`config.mk`:
```
export PLATFORM = sky130hd
export DESIGN_NAME = icmp_learn_parser
export DESIGN_NICKNAME = d
export VERILOG_FILES = /design/src/dns_guard_pkg.sv /design/src/icmp_learn_parser.sv
export VERILOG_INCLUDE_DIRS = /design/src
export SDC_FILE = /design/constraint.sdc
export NUM_CORES = 1
export LEC_CHECK = 0
export ABC_AREA = 1
export BUFFER_PORTS_ARGS = -buffer_cell sky130_fd_sc_hd__buf_4
export CORE_MARGIN = 5
export CORE_UTILIZATION = 25
export DETAILED_ROUTE_END_ITERATION = 10
export MAX_ROUTING_LAYER = met4
export PLACE_DENSITY = 0.46
export SYNTH_ARGS = -nofsm -noshare
export SYNTH_HDL_FRONTEND = slang
export SYNTH_SLANG_ARGS = --single-unit
```
`constraint.sdc`:
```
create_clock -name clk156 -period 2.6 [get_ports clk156]
set_input_delay 0.39 -clock clk156 [delete_from_list [all_inputs] [get_ports clk156]]
set_output_delay 0.39 -clock clk156 [all_outputs]
set_load 0.02 [all_outputs]
```
`src/dns_guard_defines.svh`:
```
// sizes and header constants; beat counters are DG_CNT_W bits wide and saturate, so every request beat must stay below 2**DG_CNT_W-1
`ifndef DNS_GUARD_DEFINES_SVH
`define DNS_GUARD_DEFINES_SVH

// stream and lookup widths
`define DG_DATA_W 64
`define DG_KEEP_W 8
`define DG_KEY_W 96
`define DG_FLAG_W 4
`define DG_CNT_W 4

// buffering
`define DG_DELAY_STAGES 12
`define DG_REQ_DEPTH_BITS 5
`define DG_PKT_DEPTH_BITS 6

// header values
`define DG_ETH_IPV4 16'h0800
`define DG_PROTO_UDP 8'h11
`define DG_PROTO_ICMP 8'h01
`define DG_ICMP_UNREACH 8'h03
`define DG_CODE_PORT 8'h03
`define DG_CODE_ADMIN 8'h0a

// beat index of each request, counted from 0
`define DG_QUERY_BEAT 7
`define DG_LEARN_BEAT 11

// byte lane n of a data word, lane 0 first on the wire
`define DG_LANE(d, n) d[8*(n) +: 8]

`endif
```
`src/dns_guard_pkg.sv`:
```
// shared types; flow_key_t field order is the key layout that the lookup engine expects
`include "dns_guard_defines.svh"

package dns_guard_pkg;

	// one stream beat
	typedef struct packed {
		logic [`DG_DATA_W-1:0] data;
		logic [`DG_KEEP_W-1:0] keep;
		logic                  last;
	} axis_beat_t;

	// all fields in network byte order
	typedef struct packed {
		logic [31:0] src_ip;
		logic [31:0] dst_ip;
		logic [15:0] dst_port;
		logic [15:0] src_port;
	} flow_key_t;

	typedef enum logic [`DG_FLAG_W-1:0] {
		op_query = 4'b0000,
		op_learn = 4'b0101
	} lookup_op_t;

	typedef struct packed {
		lookup_op_t op;
		flow_key_t  key;
	} lookup_req_t;

	// anything but v_drop passes
	typedef enum logic [`DG_FLAG_W-1:0] {
		v_pass = 4'b0000,
		v_drop = 4'b0001
	} verdict_t;

	typedef enum logic [1:0] {
		ms_idle,
		ms_bypass,
		ms_gated
	} merge_state_t;

endpackage

```
`src/icmp_learn_parser.sv`:
```
// port-1 learn parser; only ICMP unreachable frames quoting a UDP header and at least 12 beats long produce a request
`timescale 1ns/1ps
`include "dns_guard_defines.svh"

module icmp_learn_parser (
	input  logic                       clk156,
	input  logic                       eth_rst,
	input  logic                       rx1_valid,
	input  dns_guard_pkg::axis_beat_t  rx1_beat,
	output logic                       learn_valid,
	output dns_guard_pkg::lookup_req_t learn_req
);

	logic [`DG_CNT_W-1:0]     cnt;
	logic [`DG_DATA_W-1:0]    d;
	logic [15:0]              ftype;
	logic [7:0]               ip_proto;
	logic [7:0]               icmp_type;
	logic [7:0]               icmp_code;
	logic [7:0]               q_proto;
	logic                     unreach;
	dns_guard_pkg::flow_key_t q_key;

	assign d = rx1_beat.data;

	assign unreach = ftype == `DG_ETH_IPV4 && ip_proto == `DG_PROTO_ICMP &&
		icmp_type == `DG_ICMP_UNREACH &&
		(icmp_code == `DG_CODE_PORT || icmp_code == `DG_CODE_ADMIN) &&
		q_proto == `DG_PROTO_UDP;

	assign learn_valid   = rx1_valid && unreach && cnt == `DG_LEARN_BEAT;
	assign learn_req.op  = dns_guard_pkg::op_learn;
	assign learn_req.key = q_key;

	always_ff @(posedge clk156) begin
		if (eth_rst || (rx1_valid && rx1_beat.last)) begin
			cnt       <= '0;
			ftype     <= '0;
			ip_proto  <= '0;
			icmp_type <= '0;
			icmp_code <= '0;
			q_proto   <= '0;
			q_key     <= '0;
		end else if (rx1_valid) begin
			if (cnt != '1)
				cnt <= cnt + 1'b1;
			case (cnt)
				1: ftype    <= {`DG_LANE(d, 4), `DG_LANE(d, 5)};
				2: ip_proto <= `DG_LANE(d, 7);
				4: begin
					icmp_type <= `DG_LANE(d, 2);
					icmp_code <= `DG_LANE(d, 3);
				end
				// quoted IP header starts in beat 5
				6: begin
					q_proto             <= `DG_LANE(d, 3);
					q_key.src_ip[31:16] <= {`DG_LANE(d, 6), `DG_LANE(d, 7)};
				end
				7: begin
					q_key.src_ip[15:0]  <= {`DG_LANE(d, 0), `DG_LANE(d, 1)};
					q_key.dst_ip        <= {`DG_LANE(d, 2), `DG_LANE(d, 3),
						`DG_LANE(d, 4), `DG_LANE(d, 5)};
					q_key.src_port      <= {`DG_LANE(d, 6), `DG_LANE(d, 7)};
				end
				8: q_key.dst_port <= {`DG_LANE(d, 0), `DG_LANE(d, 1)};
				default: ;
			endcase
		end
	end

endmodule

```
==> results.toml <==
[critical_path]
max_stage_delay_ns = 0.38
arrival_ns = 1.70
cp_slowest_cell = "dfxtp_1"
critPathKind = "register to output port"
crit_path_cell_trace = "ha_1 > nand2_1 > inv_1 > nand2_1 > nor2_1 > nand3_1 > nor2_1 > buf_4"
cp-end-kind = "output port"
required_ns = 2.21
worst-path-buf-inv = 2
cp_max_fo = 4
cp_top_family = "simple AND/OR/NAND/NOR gates"
cp-start-kind = "register"

[global_route]
grt_max_degree = 66
grt_pass1_wl_um = 26300
grt-ovfl-total = 0
grt_usage_pct = 13.8
antenna_found_initial = 0
grt_pass1_vias = 4865

[yosys]
synth_cell_type_count = 23
netlist_top_cells_count = "261 x nor2_1, 148 x dfxtp_1, 95 x o21ai_0, 51 x o21ai_1, 33 x inv_1"
synth-seq-cells = 148
syn_area_um2 = 5460
synth_fa_ha_area_share_pct = 0.916
ys_top_cells_by_area = "dfxtp_1 54%, nor2_1 18%, o21ai_0 8.7%"
synth-edff-count = 0
seq_area_frac_synth_pct = 54.2
synthArstFlopShare_pct = 0
synth_top_family_by_area = "simple AND/OR/NAND/NOR gates"
yosysTopAreaCell = "dfxtp_1"
synth-compound-area-share_pct = 16.2
yosys.area_share.simple_pct = 21.5
syn_inst = 716
yosysTopAreaCellShare_pct = 54.2
synth_warnings = 0
syn_area_per_cell_um2 = 7.63
dominantRegCellSynth = "dfxtp_1"
synth_xor_area_share_pct = 0
synth.area.mux_share_pct = 0
post-synth-top-count-cell = "nor2_1"

[power_and_ir_drop]
power_density_nw_per_um2 = 666
irDropWorstVdd_uv = 406
leakage_nw = 3.47

[placed_design]
place.gp.congestion = 0.749
place_ws_ns = 0.659
placedCellCount = 1125
place_hpwl_um = 11100
portBuffers = 164
placed_area_um2 = 6900

[cells_and_area]
multi_input_area_um2 = 2130
fillerInstances = 2355
design_area_um2 = 7490
antenna_cells = 0
drive_gt1_share_pct = 24.0
area_growth_syn_to_layout_pct = 37.1
nets = 944
finalCoreUtilization_pct = 34.5
seqCellArea_um2 = 2960
final_cells = 1155

[clocking]
clock-root-buffer = "clkbuf_16"
cts_resized = 0
path_clk_slew_ns = 0.06
ctsHoldBuffers = 0
cts_setup_buffers = 0
clkSinkCount = 148
cts_buffers = 17
cts_tree = "built"
htreeDepth = 4
clock_latency_ns = 0.42
clock_tree.buffer_depth = 2

[sta]
finalWorstSetupSlack_ns = 0.513
min_period_ns = 2.09
finalHoldViolCount = 0
setup-tns-final_ns = 0
setup_viol_count_final = 0
finClkSkew_ns = 0.00885
fmax_mhz = 479
worst_pin_slew_ns = 0.843
grt_setup_unrepaired = "no"
fin_crit_sh_pct = 80.3
slew_headroom_pct = 43.8
slew_viol_final = 0

[routing]
drt_iter0_drc = 247
wirelength_um = 16700
antenna_left = 0
via_count = 4873
drc = 0
firstDrtPassIters = 4
routedWlPerCell_um = 14.5
via_per_inst = 4.22

[die]
initial_utilization_pct = 25.2
die_w_um = 158
core-area_um2 = 21700
io_pins = 177
die_h_um = 158
rows = 54
dieArea_um2 = 24900

[run]
maxCapViolCount = 0

[min_path]
hp-class = "input port to register"

[outcome]
run_status = "complete, no violations"
registers in the layout (all words and copies together), names as in the netlist:
register and cells:
learn_req 96, q_proto 8, icmp_code 8, ip_proto 8
ftype 16, icmp_type 8, cnt 4
power by group:
| group | internal (mW) | total, mW | leakage, nW | switching [mW] |
|---|---|---|---|---|
| clock network | 1.51 | 2.46 | 0.282 | 0.951 |
| registers | 2.28 | 2.29 | 1.19 | 0.00697 |
| logic | 0.106 | 0.239 | 1.99 | 0.133 |
| total | 3.90 | 4.99 | 3.47 | 1.09 |
cell type report:
type / instances / area share [%]
Clock buffer: 23 / 6.52
Sequential cell: 148 / 39.6
Tap cell: 280 / 4.68
Clock inverter: 7 / 1.30
Timing Repair Buffer: 172 / 17.6
Inverter: 37 / 1.89
Multi-Input combinational cell: 488 / 28.5
cells in the final DEF (no fill, tap or decap):
| cell | count |
|---|---|
| nor3_4 | 1 |
| nand3_1 | 7 |
| buf_4 | 170 |
| clkinvlp_4 | 2 |
| clkbuf_16 | 17 |
| a21oi_1 | 28 |
| inv_2 | 4 |
| inv_4 | 1 |
| a211oi_1 | 1 |
| clkbuf_8 | 4 |
| inv_6 | 1 |
| dfxtp_1 | 148 |
| clkbuf_1 | 2 |
| clkinv_4 | 1 |
| and2_0 | 1 |
| o21ai_0 | 95 |
| nor2_2 | 2 |
| nor3_1 | 1 |
| nor2_1 | 261 |
| ha_1 | 4 |
| nor2_4 | 1 |
| o21ai_1 | 51 |
| conb_1 | 4 |
| a21o_1 | 1 |
| inv_1 | 32 |
| nand2_2 | 1 |
| bufinv_16 | 2 |
| clkinv_2 | 1 |
| nand2_1 | 29 |
| buf_12 | 2 |
routing by layer:
| metal | GRT usage (%) | wire length [um] | vias to the layer above | part of all wire, % |
|---|---|---|---|---|
| li1 | - | - | 2571 | - |
| met2 | 20.4 | 7380 | 104 | 44 |
| met4 | 4.06 | 182 | 0 | 1.1 |
| met5 | - | 0 | - | 0 |
| met1 | 18.4 | 8170 | 2184 | 49 |
| met3 | 4.18 | 956 | 14 | 5.7 |
final timing paths:
check	startpoint	endpoint	slack, ns	depth (start not counted)
max	cnt[1]$_SDFFE_PP0P_	learn_valid	0.51	8
min	rx1_beat[58]	learn_req[9]$_SDFFE_PP0P_	0.20	3
max reg2reg	cnt[1]$_SDFFE_PP0P_	learn_req[71]$_SDFFE_PP0P_	0.71	6
min reg2reg	ip_proto[7]$_SDFFE_PP0P_	ip_proto[7]$_SDFFE_PP0P_	0.45	2
tightest hold or removal path, stage by stage:
cell and delay (ns):
buf_4 0.08, nor2_1 0.04, nor2_1 0.08
per-stage QoR:
step | total power [mW] | hold slack, ns
after floorplan | 2.45 | 0.429
after global placement | 2.58 | 0.439
after detailed placement | 2.58 | 0.444
after CTS | 5.08 | 0.178
after global routing | 5.19 | 0.184
final | 4.99 | 0.204
logic make-up after synthesis:
group / Yosys count
DFF: 148
AOI/OAI and AO/OA: 176
buffers and inverters: 82
other: 2
adders and majority gates: 4
and+or+nand+nor: 304
No activity file was read; power rests on OpenSTA's default activity.
