**config.mk**
```make
export PLATFORM = sky130hd
export DESIGN_NAME = request_queue
export DESIGN_NICKNAME = d
export VERILOG_FILES = /design/src/dns_guard_pkg.sv /design/src/request_queue.sv /design/src/sync_fifo.sv
export VERILOG_INCLUDE_DIRS = /design/src
export SDC_FILE = /design/constraint.sdc
export NUM_CORES = 2
export LEC_CHECK = 0
export CAP_MARGIN = 20
export CORE_MARGIN = 2
export CORE_UTILIZATION = 55
export CTS_BUF_LIST = sky130_fd_sc_hd__clkbuf_8
export DETAILED_ROUTE_END_ITERATION = 12
export DONT_BUFFER_PORTS = 1
export GPL_ROUTABILITY_DRIVEN = 1
export GPL_TIMING_DRIVEN = 0
export PLACE_DENSITY = 0.68
export SYNTH_ARGS = -nofsm -noshare
export SYNTH_HDL_FRONTEND = slang
export SYNTH_SLANG_ARGS = --single-unit
```
**constraint.sdc**
```tcl
create_clock -name clk156 -period 8.95 [get_ports clk156]
set_input_delay 1.3425 -clock clk156 [delete_from_list [all_inputs] [get_ports clk156]]
set_output_delay 1.3425 -clock clk156 [all_outputs]
set_load 0.1 [all_outputs]
```
**src/dns_guard_defines.svh**
```systemverilog
// sizes and header constants; beat counters are DG_CNT_W bits wide and saturate, so every request beat must stay below 2**DG_CNT_W-1
`ifndef DNS_GUARD_DEFINES_SVH
`define DNS_GUARD_DEFINES_SVH

// stream and lookup widths
`define DG_DATA_W 64
`define DG_KEEP_W 8
`define DG_KEY_W 96
`define DG_FLAG_W 4
`define DG_CNT_W 4

// buffering
`define DG_DELAY_STAGES 12
`define DG_REQ_DEPTH_BITS 5
`define DG_PKT_DEPTH_BITS 6

// header values
`define DG_ETH_IPV4 16'h0800
`define DG_PROTO_UDP 8'h11
`define DG_PROTO_ICMP 8'h01
`define DG_ICMP_UNREACH 8'h03
`define DG_CODE_PORT 8'h03
`define DG_CODE_ADMIN 8'h0a

// beat index of each request, counted from 0
`define DG_QUERY_BEAT 7
`define DG_LEARN_BEAT 11

// byte lane n of a data word, lane 0 first on the wire
`define DG_LANE(d, n) d[8*(n) +: 8]

`endif
```
**src/dns_guard_pkg.sv**
```systemverilog
// shared types; flow_key_t field order is the key layout that the lookup engine expects
`include "dns_guard_defines.svh"

package dns_guard_pkg;

	// one stream beat
	typedef struct packed {
		logic [`DG_DATA_W-1:0] data;
		logic [`DG_KEEP_W-1:0] keep;
		logic                  last;
	} axis_beat_t;

	// all fields in network byte order
	typedef struct packed {
		logic [31:0] src_ip;
		logic [31:0] dst_ip;
		logic [15:0] dst_port;
		logic [15:0] src_port;
	} flow_key_t;

	typedef enum logic [`DG_FLAG_W-1:0] {
		op_query = 4'b0000,
		op_learn = 4'b0101
	} lookup_op_t;

	typedef struct packed {
		lookup_op_t op;
		flow_key_t  key;
	} lookup_req_t;

	// anything but v_drop passes
	typedef enum logic [`DG_FLAG_W-1:0] {
		v_pass = 4'b0000,
		v_drop = 4'b0001
	} verdict_t;

	typedef enum logic [1:0] {
		ms_idle,
		ms_bypass,
		ms_gated
	} merge_state_t;

endpackage

```
**src/request_queue.sv**
```systemverilog
// request merge; a learn request colliding with a query while the hold register is busy overwrites the held one
`timescale 1ns/1ps
`include "dns_guard_defines.svh"

module request_queue (
	input  logic                       clk156,
	input  logic                       eth_rst,
	input  logic                       query_valid,
	input  dns_guard_pkg::lookup_req_t query_req,
	input  logic                       learn_valid,
	input  dns_guard_pkg::lookup_req_t learn_req,
	output logic                       in_valid,
	output dns_guard_pkg::lookup_req_t in_req
);

	logic                             hold_valid;
	dns_guard_pkg::lookup_req_t       hold_req;
	dns_guard_pkg::lookup_req_t       q_din;
	logic                             q_wr;
	logic                             q_empty;
	logic [`DG_FLAG_W+`DG_KEY_W-1:0] q_dout;

	// query first, then a held learn, then a fresh learn
	always_comb begin
		if (query_valid)
			q_din = query_req;
		else if (hold_valid)
			q_din = hold_req;
		else
			q_din = learn_req;
	end

	assign q_wr = query_valid || hold_valid || learn_valid;

	always_ff @(posedge clk156) begin
		if (eth_rst)
			hold_valid <= 1'b0;
		else if (learn_valid && (query_valid || hold_valid))
			hold_valid <= 1'b1;
		else if (!query_valid)
			hold_valid <= 1'b0;
	end

	always_ff @(posedge clk156) begin
		if (learn_valid)
			hold_req <= learn_req;
	end

	sync_fifo #(
		.WIDTH      (`DG_FLAG_W + `DG_KEY_W),
		.DEPTH_BITS (`DG_REQ_DEPTH_BITS)
	) u_req_fifo (
		.clk156  (clk156),
		.eth_rst (eth_rst),
		.din     (q_din),
		.wr_en   (q_wr),
		.rd_en   (in_valid),
		.dout    (q_dout),
		.full    (),
		.empty   (q_empty)
	);

	// one entry per cycle since the engine has no back-pressure
	assign in_valid = !q_empty;
	assign in_req   = dns_guard_pkg::lookup_req_t'(q_dout);

endmodule

```
**src/sync_fifo.sv**
```systemverilog
// first-word-fall-through FIFO of 2**DEPTH_BITS words; a write while full and a read while empty are ignored
`timescale 1ns/1ps

module sync_fifo #(
	parameter int WIDTH      = 8,
	parameter int DEPTH_BITS = 4
) (
	input  logic             clk156,
	input  logic             eth_rst,
	input  logic [WIDTH-1:0] din,
	input  logic             wr_en,
	input  logic             rd_en,
	output logic [WIDTH-1:0] dout,
	output logic             full,
	output logic             empty
);

	logic [WIDTH-1:0]    mem [2**DEPTH_BITS];
	logic [DEPTH_BITS:0] wr_ptr;
	logic [DEPTH_BITS:0] rd_ptr;

	// extra pointer bit tells full from empty
	assign empty = wr_ptr == rd_ptr;
	assign full  = wr_ptr[DEPTH_BITS] != rd_ptr[DEPTH_BITS] &&
		wr_ptr[DEPTH_BITS-1:0] == rd_ptr[DEPTH_BITS-1:0];
	assign dout  = mem[rd_ptr[DEPTH_BITS-1:0]];

	always_ff @(posedge clk156) begin
		if (eth_rst) begin
			wr_ptr <= '0;
			rd_ptr <= '0;
		end else begin
			if (wr_en && !full)
				wr_ptr <= wr_ptr + 1'b1;
			if (rd_en && !empty)
				rd_ptr <= rd_ptr + 1'b1;
		end
	end

	always_ff @(posedge clk156) begin
		if (wr_en && !full)
			mem[wr_ptr[DEPTH_BITS-1:0]] <= din;
	end

endmodule

```
==> impl_metrics.csv <==
group,metric,value,unit
drt,drt_iter0_drc,9351,
layout,n_fill_cell,14200,
power,power_density,271,mW/mm2
timing,hold_viol_final,0,
grt,gr-max-usage-layer,"met2",
floorplan,io_pins,305,
drt,routed_via_density,6.67,
worst_setup_path,start_kind,"register",
yosys,synth_area,0.126,mm2
drt,wire_per_inst,37.0,um
drt,drc,0,
status,status,"finished, final reports clean",
cts,cts.repair.resized,0,
grt,grt_pass1_vias,64700,
cts,htreeDepth,6,
yosys,syn_avg_cell_area,23.4,um2
timing,post-route-period-util,74.5,%
yosys,synthDistinctLibCells,42,
grt,grt_pass1_wl,493000,um
grt,met3_usage,6.64,%
floorplan,die_w,482,um
layout,final_cell_count_no_fill,9727,
timing,rsz0062_at_grt,"false",
grt,grt_use_total,31.0,%
drt,wirelength,360000,um
layout,drive_gt1_share,33.5,%
cts,cts_tree,"done",
timing,maxSlewViolCount,0,
drt,ant_nets,0,
drt,via_count,64900,
timing,min_period,6.66,ns
timing,fmax,150,MHz
cts,cts_buffers,547,
placement,routabilityCongestion,0.773,
yosys,synth-seq-cells,3318,
timing,setup_tns,0,ns
placement,place_inst,8740,
grt,antenna_found_initial,15,
grt,globalRouteMet1Util,43.4,%
worst_setup_path,cp_max_fo,10,
layout,layout_commonest_cell,"edfxtp_1",
cts,clock-root-buffer,"clkbuf_8",
timing,maxSlewHeadroom,14.2,%
floorplan,core,0.227,mm2
yosys,ys_warn_count,0,
timing,skew,0.0707,ns
yosys,ys_seq_area_share,79.1,%
timing,worst-slew-pin-transition,1.29,ns
cts,cts_hold_buf,0,
cts,clk_latency,1.11,ns
cts,cts.sinks,3318,
placement,dpl.hpwl,237000,um
drt,firstDrtPassIters,7,
layout,area_delta_synth_final,18.8,%
power,p_leak,0.0473,uW
worst_hold_path,hp-class,"input pin to register",
grt,use_met2,48.5,%
power,ir_drop,0.392,mV
worst_setup_path,worstPathArrival,5.32,ns
yosys,syn_nets,5573,
cts,cts_setup_buffers,0,
cts,cts_buffer_depth,4,
grt,grt_max_degree,104,
worst_setup_path,crit_path_end_kind,"primary output",
floorplan,rows,175,
floorplan,dieArea,0.232,mm2
layout,nets,6517,
worst_setup_path,crit_required,7.61,ns
placement,port_buffers,0,
job,maxCapViolCount,0,
floorplan,initial_core_util,55.3,%
layout,layout_common_cells,"edfxtp_1, mux4_2, clkbuf_8, o22ai_1, inv_1",
cts,clk_pin_slew_worst_paths,0.07,ns
yosys,synth_cells,5364,
floorplan,die_h,482,um
timing,finalSetupViolations,0,
grt,gr-total-overflow,0,
worst_setup_path,crit_type,"register to primary output",
-- routing by layer --
metal  share of wire, %  wire (um)
met2                 48     172000
met1                 37     134000
met3                 11      39500
met5              0.016         59
met4                4.0      14400
-- registers in the layout, indices dropped and copies added (netlist names), named ones only --
| signal | count |
|---|---|
| u_req_fifo.mem | 3200 |
| hold_req | 100 |
| u_req_fifo.rd_ptr | 6 |
| u_req_fifo.wr_ptr | 6 |
| hold_valid | 1 |
-- power breakdown --
part | switching, uW | internal, uW | leakage [uW]
clock | 5850 | 6080 | 0.00554
combinational | 6400 | 4470 | 0.0117
sequential | 69.8 | 17600 | 0.0301
total | 12300 | 28100 | 0.0473
-- through the flow --
step,hold WS [ns],cell area (um2),utilization (%),setup WS [ns],power (uW)
floorplan,0.459,126000,-,2.35,24400
global placement,0.489,130000,57.0,-5.03,26600
detailed placement,0.502,139000,61.3,3.47,28800
CTS,0.237,149000,65.5,2.31,40600
global route,0.257,149000,65.7,2.28,41600
finish,0.294,149000,65.7,2.29,40400
-- synth_stat cells (all sizes together) --
master   count  share of area (%)
o21ai      109               0.44
o22ai      395                2.0
mux4       796                 14
or4          2              0.012
or2          1             0.0050
nor4        98               0.98
mux2i      107               0.85
nand2b       2             0.0099
a21oi        6              0.024
a2111oi      3              0.021
or3          5              0.025
o211ai       1             0.0060
nand4        2             0.0099
inv          5              0.015
nand3       10              0.044
clkinv       1             0.0030
xor2         6              0.042
nand2      119               0.36
clkbuf     124               0.37
o21bai       2              0.012
nor3         1             0.0040
o21ba        1             0.0080
edfxtp    3300                 79
ha           5              0.050
a31oi        3              0.015
dfxtp       18               0.29
xnor2        7              0.049
o31ai        1             0.0060
or3b         1             0.0070
nor2b        5              0.025
buf        175                1.1
nand3b       5              0.030
a311o        1             0.0080
nor2        46               0.14
nor3b        1             0.0060
-- final cells by class --
cell class / instances / area (um2) / share of cell area, %
Tap cell: 3009 / 3760 / 2.52
Clock buffer: 571 / 7860 / 5.26
Clock inverter: 360 / 1680 / 1.12
Inverter: 6 / 30.0 / 0.0201
Multi-Input combinational cell: 1741 / 25900 / 17.3
Buffer: 299 / 1900 / 1.27
Timing Repair Buffer: 395 / 8790 / 5.88
Sequential cell: 3318 / 99500 / 66.6
Antenna cell: 28 / 70.1 / 0.0469
-- logic make-up after synthesis --
group / share of synthesized area [%]
compound gates: 2.50
mux: 15.1
xor+xnor: 0.0905
fa+ha+maj: 0.0497
simple gates: 1.64
buf+inv: 1.52
flops: 79.1
-- final timing paths --
| kind | from | end | slack [ns] | cells past startpoint |
|---|---|---|---|---|
| worst min register to register | u_req_fifo.wr_ptr[5] | u_req_fifo.wr_ptr[5] | 0.52 | 2 |
| worst max register to register | u_req_fifo.wr_ptr[4] | u_req_fifo.mem[16][44] | 5.07 | 10 |
| worst min-delay path | eth_rst | u_req_fifo.wr_ptr[1] | 0.29 | 1 |
| worst max-delay path | register | in_req[46] | 2.29 | 8 |
-- critical path, stage by stage, from the launching register on --
cell and delay [ns]:
dfxtp_1 0.35, nor2b_1 0.14, clkbuf_1 0.17, nand2_1 0.87, buf_2 0.54, buf_1 0.91
o22ai_1 0.37, nor4_4 0.62, buf_16 0.24
No activity file was read; power rests on OpenSTA's default activity.
