## src/dns_guard_defines.svh

```systemverilog
// sizes and header constants; beat counters are DG_CNT_W bits wide and saturate, so every request beat must stay below 2**DG_CNT_W-1
`ifndef DNS_GUARD_DEFINES_SVH
`define DNS_GUARD_DEFINES_SVH

// stream and lookup widths
`define DG_DATA_W 64
`define DG_KEEP_W 8
`define DG_KEY_W 96
`define DG_FLAG_W 4
`define DG_CNT_W 4

// buffering
`define DG_DELAY_STAGES 12
`define DG_REQ_DEPTH_BITS 5
`define DG_PKT_DEPTH_BITS 6

// header values
`define DG_ETH_IPV4 16'h0800
`define DG_PROTO_UDP 8'h11
`define DG_PROTO_ICMP 8'h01
`define DG_ICMP_UNREACH 8'h03
`define DG_CODE_PORT 8'h03
`define DG_CODE_ADMIN 8'h0a

// beat index of each request, counted from 0
`define DG_QUERY_BEAT 7
`define DG_LEARN_BEAT 11

// byte lane n of a data word, lane 0 first on the wire
`define DG_LANE(d, n) d[8*(n) +: 8]

`endif
```

## src/dns_guard_pkg.sv

```systemverilog
// shared types; flow_key_t field order is the key layout that the lookup engine expects
`include "dns_guard_defines.svh"

package dns_guard_pkg;

	// one stream beat
	typedef struct packed {
		logic [`DG_DATA_W-1:0] data;
		logic [`DG_KEEP_W-1:0] keep;
		logic                  last;
	} axis_beat_t;

	// all fields in network byte order
	typedef struct packed {
		logic [31:0] src_ip;
		logic [31:0] dst_ip;
		logic [15:0] dst_port;
		logic [15:0] src_port;
	} flow_key_t;

	typedef enum logic [`DG_FLAG_W-1:0] {
		op_query = 4'b0000,
		op_learn = 4'b0101
	} lookup_op_t;

	typedef struct packed {
		lookup_op_t op;
		flow_key_t  key;
	} lookup_req_t;

	// anything but v_drop passes
	typedef enum logic [`DG_FLAG_W-1:0] {
		v_pass = 4'b0000,
		v_drop = 4'b0001
	} verdict_t;

	typedef enum logic [1:0] {
		ms_idle,
		ms_bypass,
		ms_gated
	} merge_state_t;

endpackage

```

## src/egress_merge.sv

```systemverilog
// frame arbiter for tx1; one idle cycle between frames, bypass beats beyond the FIFO depth are lost
`timescale 1ns/1ps
`include "dns_guard_defines.svh"

module egress_merge (
	input  logic                      clk156,
	input  logic                      eth_rst,
	input  logic                      byp_valid,
	input  dns_guard_pkg::axis_beat_t byp_beat,
	input  logic                      rel_valid,
	input  dns_guard_pkg::axis_beat_t rel_beat,
	output logic                      rel_ready,
	output logic                      tx1_valid,
	output dns_guard_pkg::axis_beat_t tx1_beat,
	input  logic                      tx1_ready
);

	dns_guard_pkg::merge_state_t state;
	dns_guard_pkg::axis_beat_t   b_beat;
	logic                        b_empty;
	logic                        b_pop;
	logic                        last_byp;

	sync_fifo #(
		.WIDTH      ($bits(dns_guard_pkg::axis_beat_t)),
		.DEPTH_BITS (`DG_PKT_DEPTH_BITS)
	) u_byp_fifo (
		.clk156  (clk156),
		.eth_rst (eth_rst),
		.din     (byp_beat),
		.wr_en   (byp_valid),
		.rd_en   (b_pop),
		.dout    (b_beat),
		.full    (),
		.empty   (b_empty)
	);

	always_comb begin
		tx1_valid = 1'b0;
		tx1_beat  = b_beat;
		rel_ready = 1'b0;
		case (state)
			dns_guard_pkg::ms_bypass: tx1_valid = !b_empty;
			dns_guard_pkg::ms_gated: begin
				tx1_valid = rel_valid;
				tx1_beat  = rel_beat;
				rel_ready = tx1_ready;
			end
			default: ;
		endcase
	end

	assign b_pop = state == dns_guard_pkg::ms_bypass && !b_empty && tx1_ready;

	// alternate when both sources wait
	always_ff @(posedge clk156) begin
		if (eth_rst) begin
			state    <= dns_guard_pkg::ms_idle;
			last_byp <= 1'b0;
		end else begin
			case (state)
				dns_guard_pkg::ms_idle: begin
					if (!b_empty && (!rel_valid || !last_byp)) begin
						state    <= dns_guard_pkg::ms_bypass;
						last_byp <= 1'b1;
					end else if (rel_valid) begin
						state    <= dns_guard_pkg::ms_gated;
						last_byp <= 1'b0;
					end
				end
				default: begin
					if (tx1_valid && tx1_ready && tx1_beat.last)
						state <= dns_guard_pkg::ms_idle;
				end
			endcase
		end
	end

endmodule

```

## src/sync_fifo.sv

```systemverilog
// first-word-fall-through FIFO of 2**DEPTH_BITS words; a write while full and a read while empty are ignored
`timescale 1ns/1ps

module sync_fifo #(
	parameter int WIDTH      = 8,
	parameter int DEPTH_BITS = 4
) (
	input  logic             clk156,
	input  logic             eth_rst,
	input  logic [WIDTH-1:0] din,
	input  logic             wr_en,
	input  logic             rd_en,
	output logic [WIDTH-1:0] dout,
	output logic             full,
	output logic             empty
);

	logic [WIDTH-1:0]    mem [2**DEPTH_BITS];
	logic [DEPTH_BITS:0] wr_ptr;
	logic [DEPTH_BITS:0] rd_ptr;

	// extra pointer bit tells full from empty
	assign empty = wr_ptr == rd_ptr;
	assign full  = wr_ptr[DEPTH_BITS] != rd_ptr[DEPTH_BITS] &&
		wr_ptr[DEPTH_BITS-1:0] == rd_ptr[DEPTH_BITS-1:0];
	assign dout  = mem[rd_ptr[DEPTH_BITS-1:0]];

	always_ff @(posedge clk156) begin
		if (eth_rst) begin
			wr_ptr <= '0;
			rd_ptr <= '0;
		end else begin
			if (wr_en && !full)
				wr_ptr <= wr_ptr + 1'b1;
			if (rd_en && !empty)
				rd_ptr <= rd_ptr + 1'b1;
		end
	end

	always_ff @(posedge clk156) begin
		if (wr_en && !full)
			mem[wr_ptr[DEPTH_BITS-1:0]] <= din;
	end

endmodule

```

## config.mk

```make
export PLATFORM = sky130hd
export DESIGN_NAME = egress_merge
export DESIGN_NICKNAME = d
export VERILOG_FILES = /design/src/dns_guard_pkg.sv /design/src/egress_merge.sv /design/src/sync_fifo.sv
export VERILOG_INCLUDE_DIRS = /design/src
export SDC_FILE = /design/constraint.sdc
export NUM_CORES = 2
export LEC_CHECK = 0
export ABC_CLOCK_PERIOD_IN_PS = 5300
export CAP_MARGIN = 0
export CORE_MARGIN = 2
export CORE_UTILIZATION = 50
export DETAILED_ROUTE_END_ITERATION = 6
export DONT_BUFFER_PORTS = 1
export GPL_ROUTABILITY_DRIVEN = 0
export GPL_TIMING_DRIVEN = 0
export PLACE_DENSITY_LB_ADDON = 0.12
export SETUP_SLACK_MARGIN = 0.02
export SYNTH_ARGS = -nofsm -noshare
export SYNTH_HDL_FRONTEND = slang
export SYNTH_MEMORY_MAX_BITS = 65536
export SYNTH_SLANG_ARGS = --single-unit
```

## constraint.sdc

```tcl
create_clock -name clk156 -period 5.3 [get_ports clk156]
set_clock_uncertainty 0.15 [all_clocks]
set_input_delay 0.265 -clock clk156 [delete_from_list [all_inputs] [get_ports clk156]]
set_output_delay 0.265 -clock clk156 [all_outputs]
set_load 0.02 [all_outputs]
```

==> impl_metrics.yaml <==
detailed_routing:
  drc_errors: 0
  ant_nets: 0
  wirelength_mm: 467
  first_pass_iters: 5
  viasPerCell: 6.23
  vias: 81765
  wire_per_inst_um: 35.5
  first_iter_violations: 10377
placement:
  dpl_cell_area_um2: 190000
  dpl.hpwl_mm: 326
  dpl.cell_count: 12062
  io_buffers: 0
timing:
  hold_viol: 0
  setup_ws_ps: -11.0
  holdWs_ps: 81.9
  worstMarginPinSlew_ps: 1330
  setup_violations: 2
  fin_crit_ps: 5310
  timing.fmax_mhz: 188
  min_period_over_period_pct: 100
  final_max_slew_viol_count: 0
  relSlewSlack_pct: 11.6
  rsz0062_at_grt: "false"
die:
  core_area_um2: 356000
  fp.dieH_um: 602
  die-area_um2: 363000
  ios: 226
  initial_core_util_pct: 50.3
  num_rows: 219
  dieWidth_um: 602
power_and_ir_drop:
  power_density_nw_per_um2: 368
  total_power_w: 0.0765
  power.leakage_nw: 63.0
  ir_drop_mv: 0.307
  switching_share_pct: 20.9
  p_seq_share_pct: 53.6
  p_int_w: 0.0605
  comb_power_share_pct: 4.3
  clkPwrFrac_pct: 42.1
  p_switching_w: 0.0160
critical_path:
  path_max_fanout: 10
  critPathLaunchType: "register"
  endpoint_kind: "primary output"
  required_ps: 4890
  criticalPathCategory: "register to primary output"
  worstPathArrival_ps: 4900
synth:
  synth_fa_ha_area_share_pct: 0.0350
  synth_top_family_by_area: "multiplexers"
  synth_top_area_share_pct: 78.4
  ys_ff_latch: 4695
  syn_nets: 7263
  synth_area_um2: 179000
  async_flop_share_pct: 0
  synth_area_leader_cell: "edfxtp_1"
  synth_cell_types: 39
  yosysSeqAreaShare_pct: 78.7
  synth-simple-area-share_pct: 0.770
  ys.warnings.count: 0
  ys_top_cells_by_area: "edfxtp_1, mux4_2, mux2_2"
  synth-edff-count: 4672
  ys.flop_type: "edfxtp_1"
  synth_xor_area_share_pct: 0.0832
  synthMuxAreaShare_pct: 18.8
  synth_area_per_cell_um2: 25.2
  yosysMostFrequentCell: "edfxtp_1"
  synth_compound_area_share_pct: 0.643
  synthTopCellsByCount: "edfxtp_1, mux4_2, clkbuf_1"
  synth_cells: 7107
global_routing:
  grt_start_max_net_pins: 65
  grt_pass1_vias: 83934
  antenna_found_initial: 53
  grt_pass1_wl_mm: 646
  gr-usage-all-layers_pct: 25.8
  grt.overflow.total: 0
clock_tree:
  clock_latency_ps: 970
  h-tree-depth: 5
  tritoncts: "yes"
  clk_root_buffer_cell: "clkbuf_16"
  cts-buffers-inserted: 475
  cts_setup_buffers: 0
  cts.sinks: 4695
  clock_path_buffers: 4
  path_clk_slew_ps: 60
outcome:
  run_status: "finished with violations"
  violations: "negative setup slack"
final_layout:
  layoutNonFillerInstCount: 13130
  finalNetCount: 8096
  area_growth_syn_to_layout_pct: 16.2
  post_route_cells_drive_above_1_share_pct: 34.2
  stdcell_area_um2: 208000
run:
  drv_cap: 0
min_path:
  hold_path_class: "primary input to register"
[metal layers]
metal / routed length, um / global-route usage, %
met1: 172000 / 33.4
met2: 235000 / 43.2
met4: 17900 / 8.90
met5: 7 / 0
met3: 42300 / 5.81
[area by class of cell]
| cell class | count | area (um2) |
|---|---|---|
| clock inverters | 284 | 2370 |
| clock buffers | 589 | 12500 |
| multi-input cells | 2015 | 37400 |
| plain buffers | 382 | 2120 |
| flip-flops and latches | 4695 | 141000 |
| fillers | 24952 | 148000 |
| diodes | 43 | 108 |
| repair buffers | 360 | 6690 |
| inverters | 11 | 51.3 |
| well taps | 4751 | 5940 |
[per-stage QoR]
step / worst slack [ps] / setup TNS [ps] / utilization [%]
2_1_floorplan: 51.4 / 0 / -
3_3_place_gp: -4820 / - / 51.9
3_5_place_dp: -659 / -9710 / 53.3
4_1_cts: -104 / -145 / 58.4
5_1_grt: 17.3 / 0 / 58.4
6_report: -11.0 / -14.3 / 58.4
[state kept, by name, indices dropped and copies added (netlist names), named ones only]
name / flops
last_byp: 1
state: 2
u_byp_fifo.mem: 4672
u_byp_fifo.rd_ptr: 7
u_byp_fifo.wr_ptr: 7
[kinds of logic (layout without fill, tap and decap cells)]
group                    Yosys count  count (layout)
multiplexers                    1538            1538
other                              0              43
buffers and inverters            397            1626
XOR/XNOR                          17              17
adder cells (fa/ha/maj)            5               5
flip-flops                      4695            4695
AND/OR/NAND/NOR                  287             287
AO/OA/AOI/OAI                    168             168
[repair_timing]
item | in CTS | in global routing
endpoints found under the setup margin | 73 | 21
hold endpoints to repair | 4695 | 0
hold buffers | 156 | 0
resized for setup | 238 | 29
[cells in the final DEF (no fill, tap or decap), types with 15 or more instances in the layout]
| cell type | instances |
|---|---|
| a211oi_1 | 30 |
| a211oi_2 | 15 |
| a211oi_4 | 28 |
| and2_1 | 74 |
| buf_12 | 233 |
| buf_16 | 43 |
| buf_2 | 102 |
| buf_4 | 38 |
| buf_6 | 20 |
| bufinv_16 | 37 |
| clkbuf_1 | 197 |
| clkbuf_16 | 484 |
| clkbuf_2 | 88 |
| clkbuf_4 | 26 |
| clkinv_1 | 131 |
| clkinv_2 | 84 |
| dfxtp_1 | 23 |
| diode_2 | 43 |
| dlygate4sd3_1 | 83 |
| edfxtp_1 | 4672 |
| mux2_2 | 74 |
| mux4_2 | 1450 |
| nor2_1 | 82 |
| nor2_4 | 64 |
| o22ai_1 | 66 |
| xor2_1 | 15 |
[worst paths after layout]
kind / slack, ps / to / depth (start not counted) / start
max reg2reg: 280 / state[0]$_SDFFE_PP0P_ / 12 / register
max: -10 / tx1_beat[35] / 7 / register
min reg2reg: 390 / u_byp_fifo.rd_ptr[6]$_SDFFE_PP0P_ / 2 / u_byp_fifo.rd_ptr[6]$_SDFFE_PP0P_
min: 80 / u_byp_fifo.mem[20][44]$_DFFE_PP_ / 2 / byp_beat[44]
[critical path: stages (launching register included)]
cell,delay (ps)
dfxtp_1,590
clkbuf_2,500
clkbuf_1,830
mux4_2,430
mux4_2,450
mux2_2,330
o22ai_1,500
nor2_1,250
[power by group through the flow]
stage | logic (W) | registers, W | clock network (W)
finish | 0.00332 | 0.0410 | 0.0322
global route | 0.00346 | 0.0409 | 0.0342
CTS | 0.00332 | 0.0410 | 0.0328
detailed placement | 0.00249 | 0.0417 | 0
global placement | 0.00243 | 0.0418 | 0
floorplan | 0.00152 | 0.0418 | 0
(Power assumes the default switching activity.)
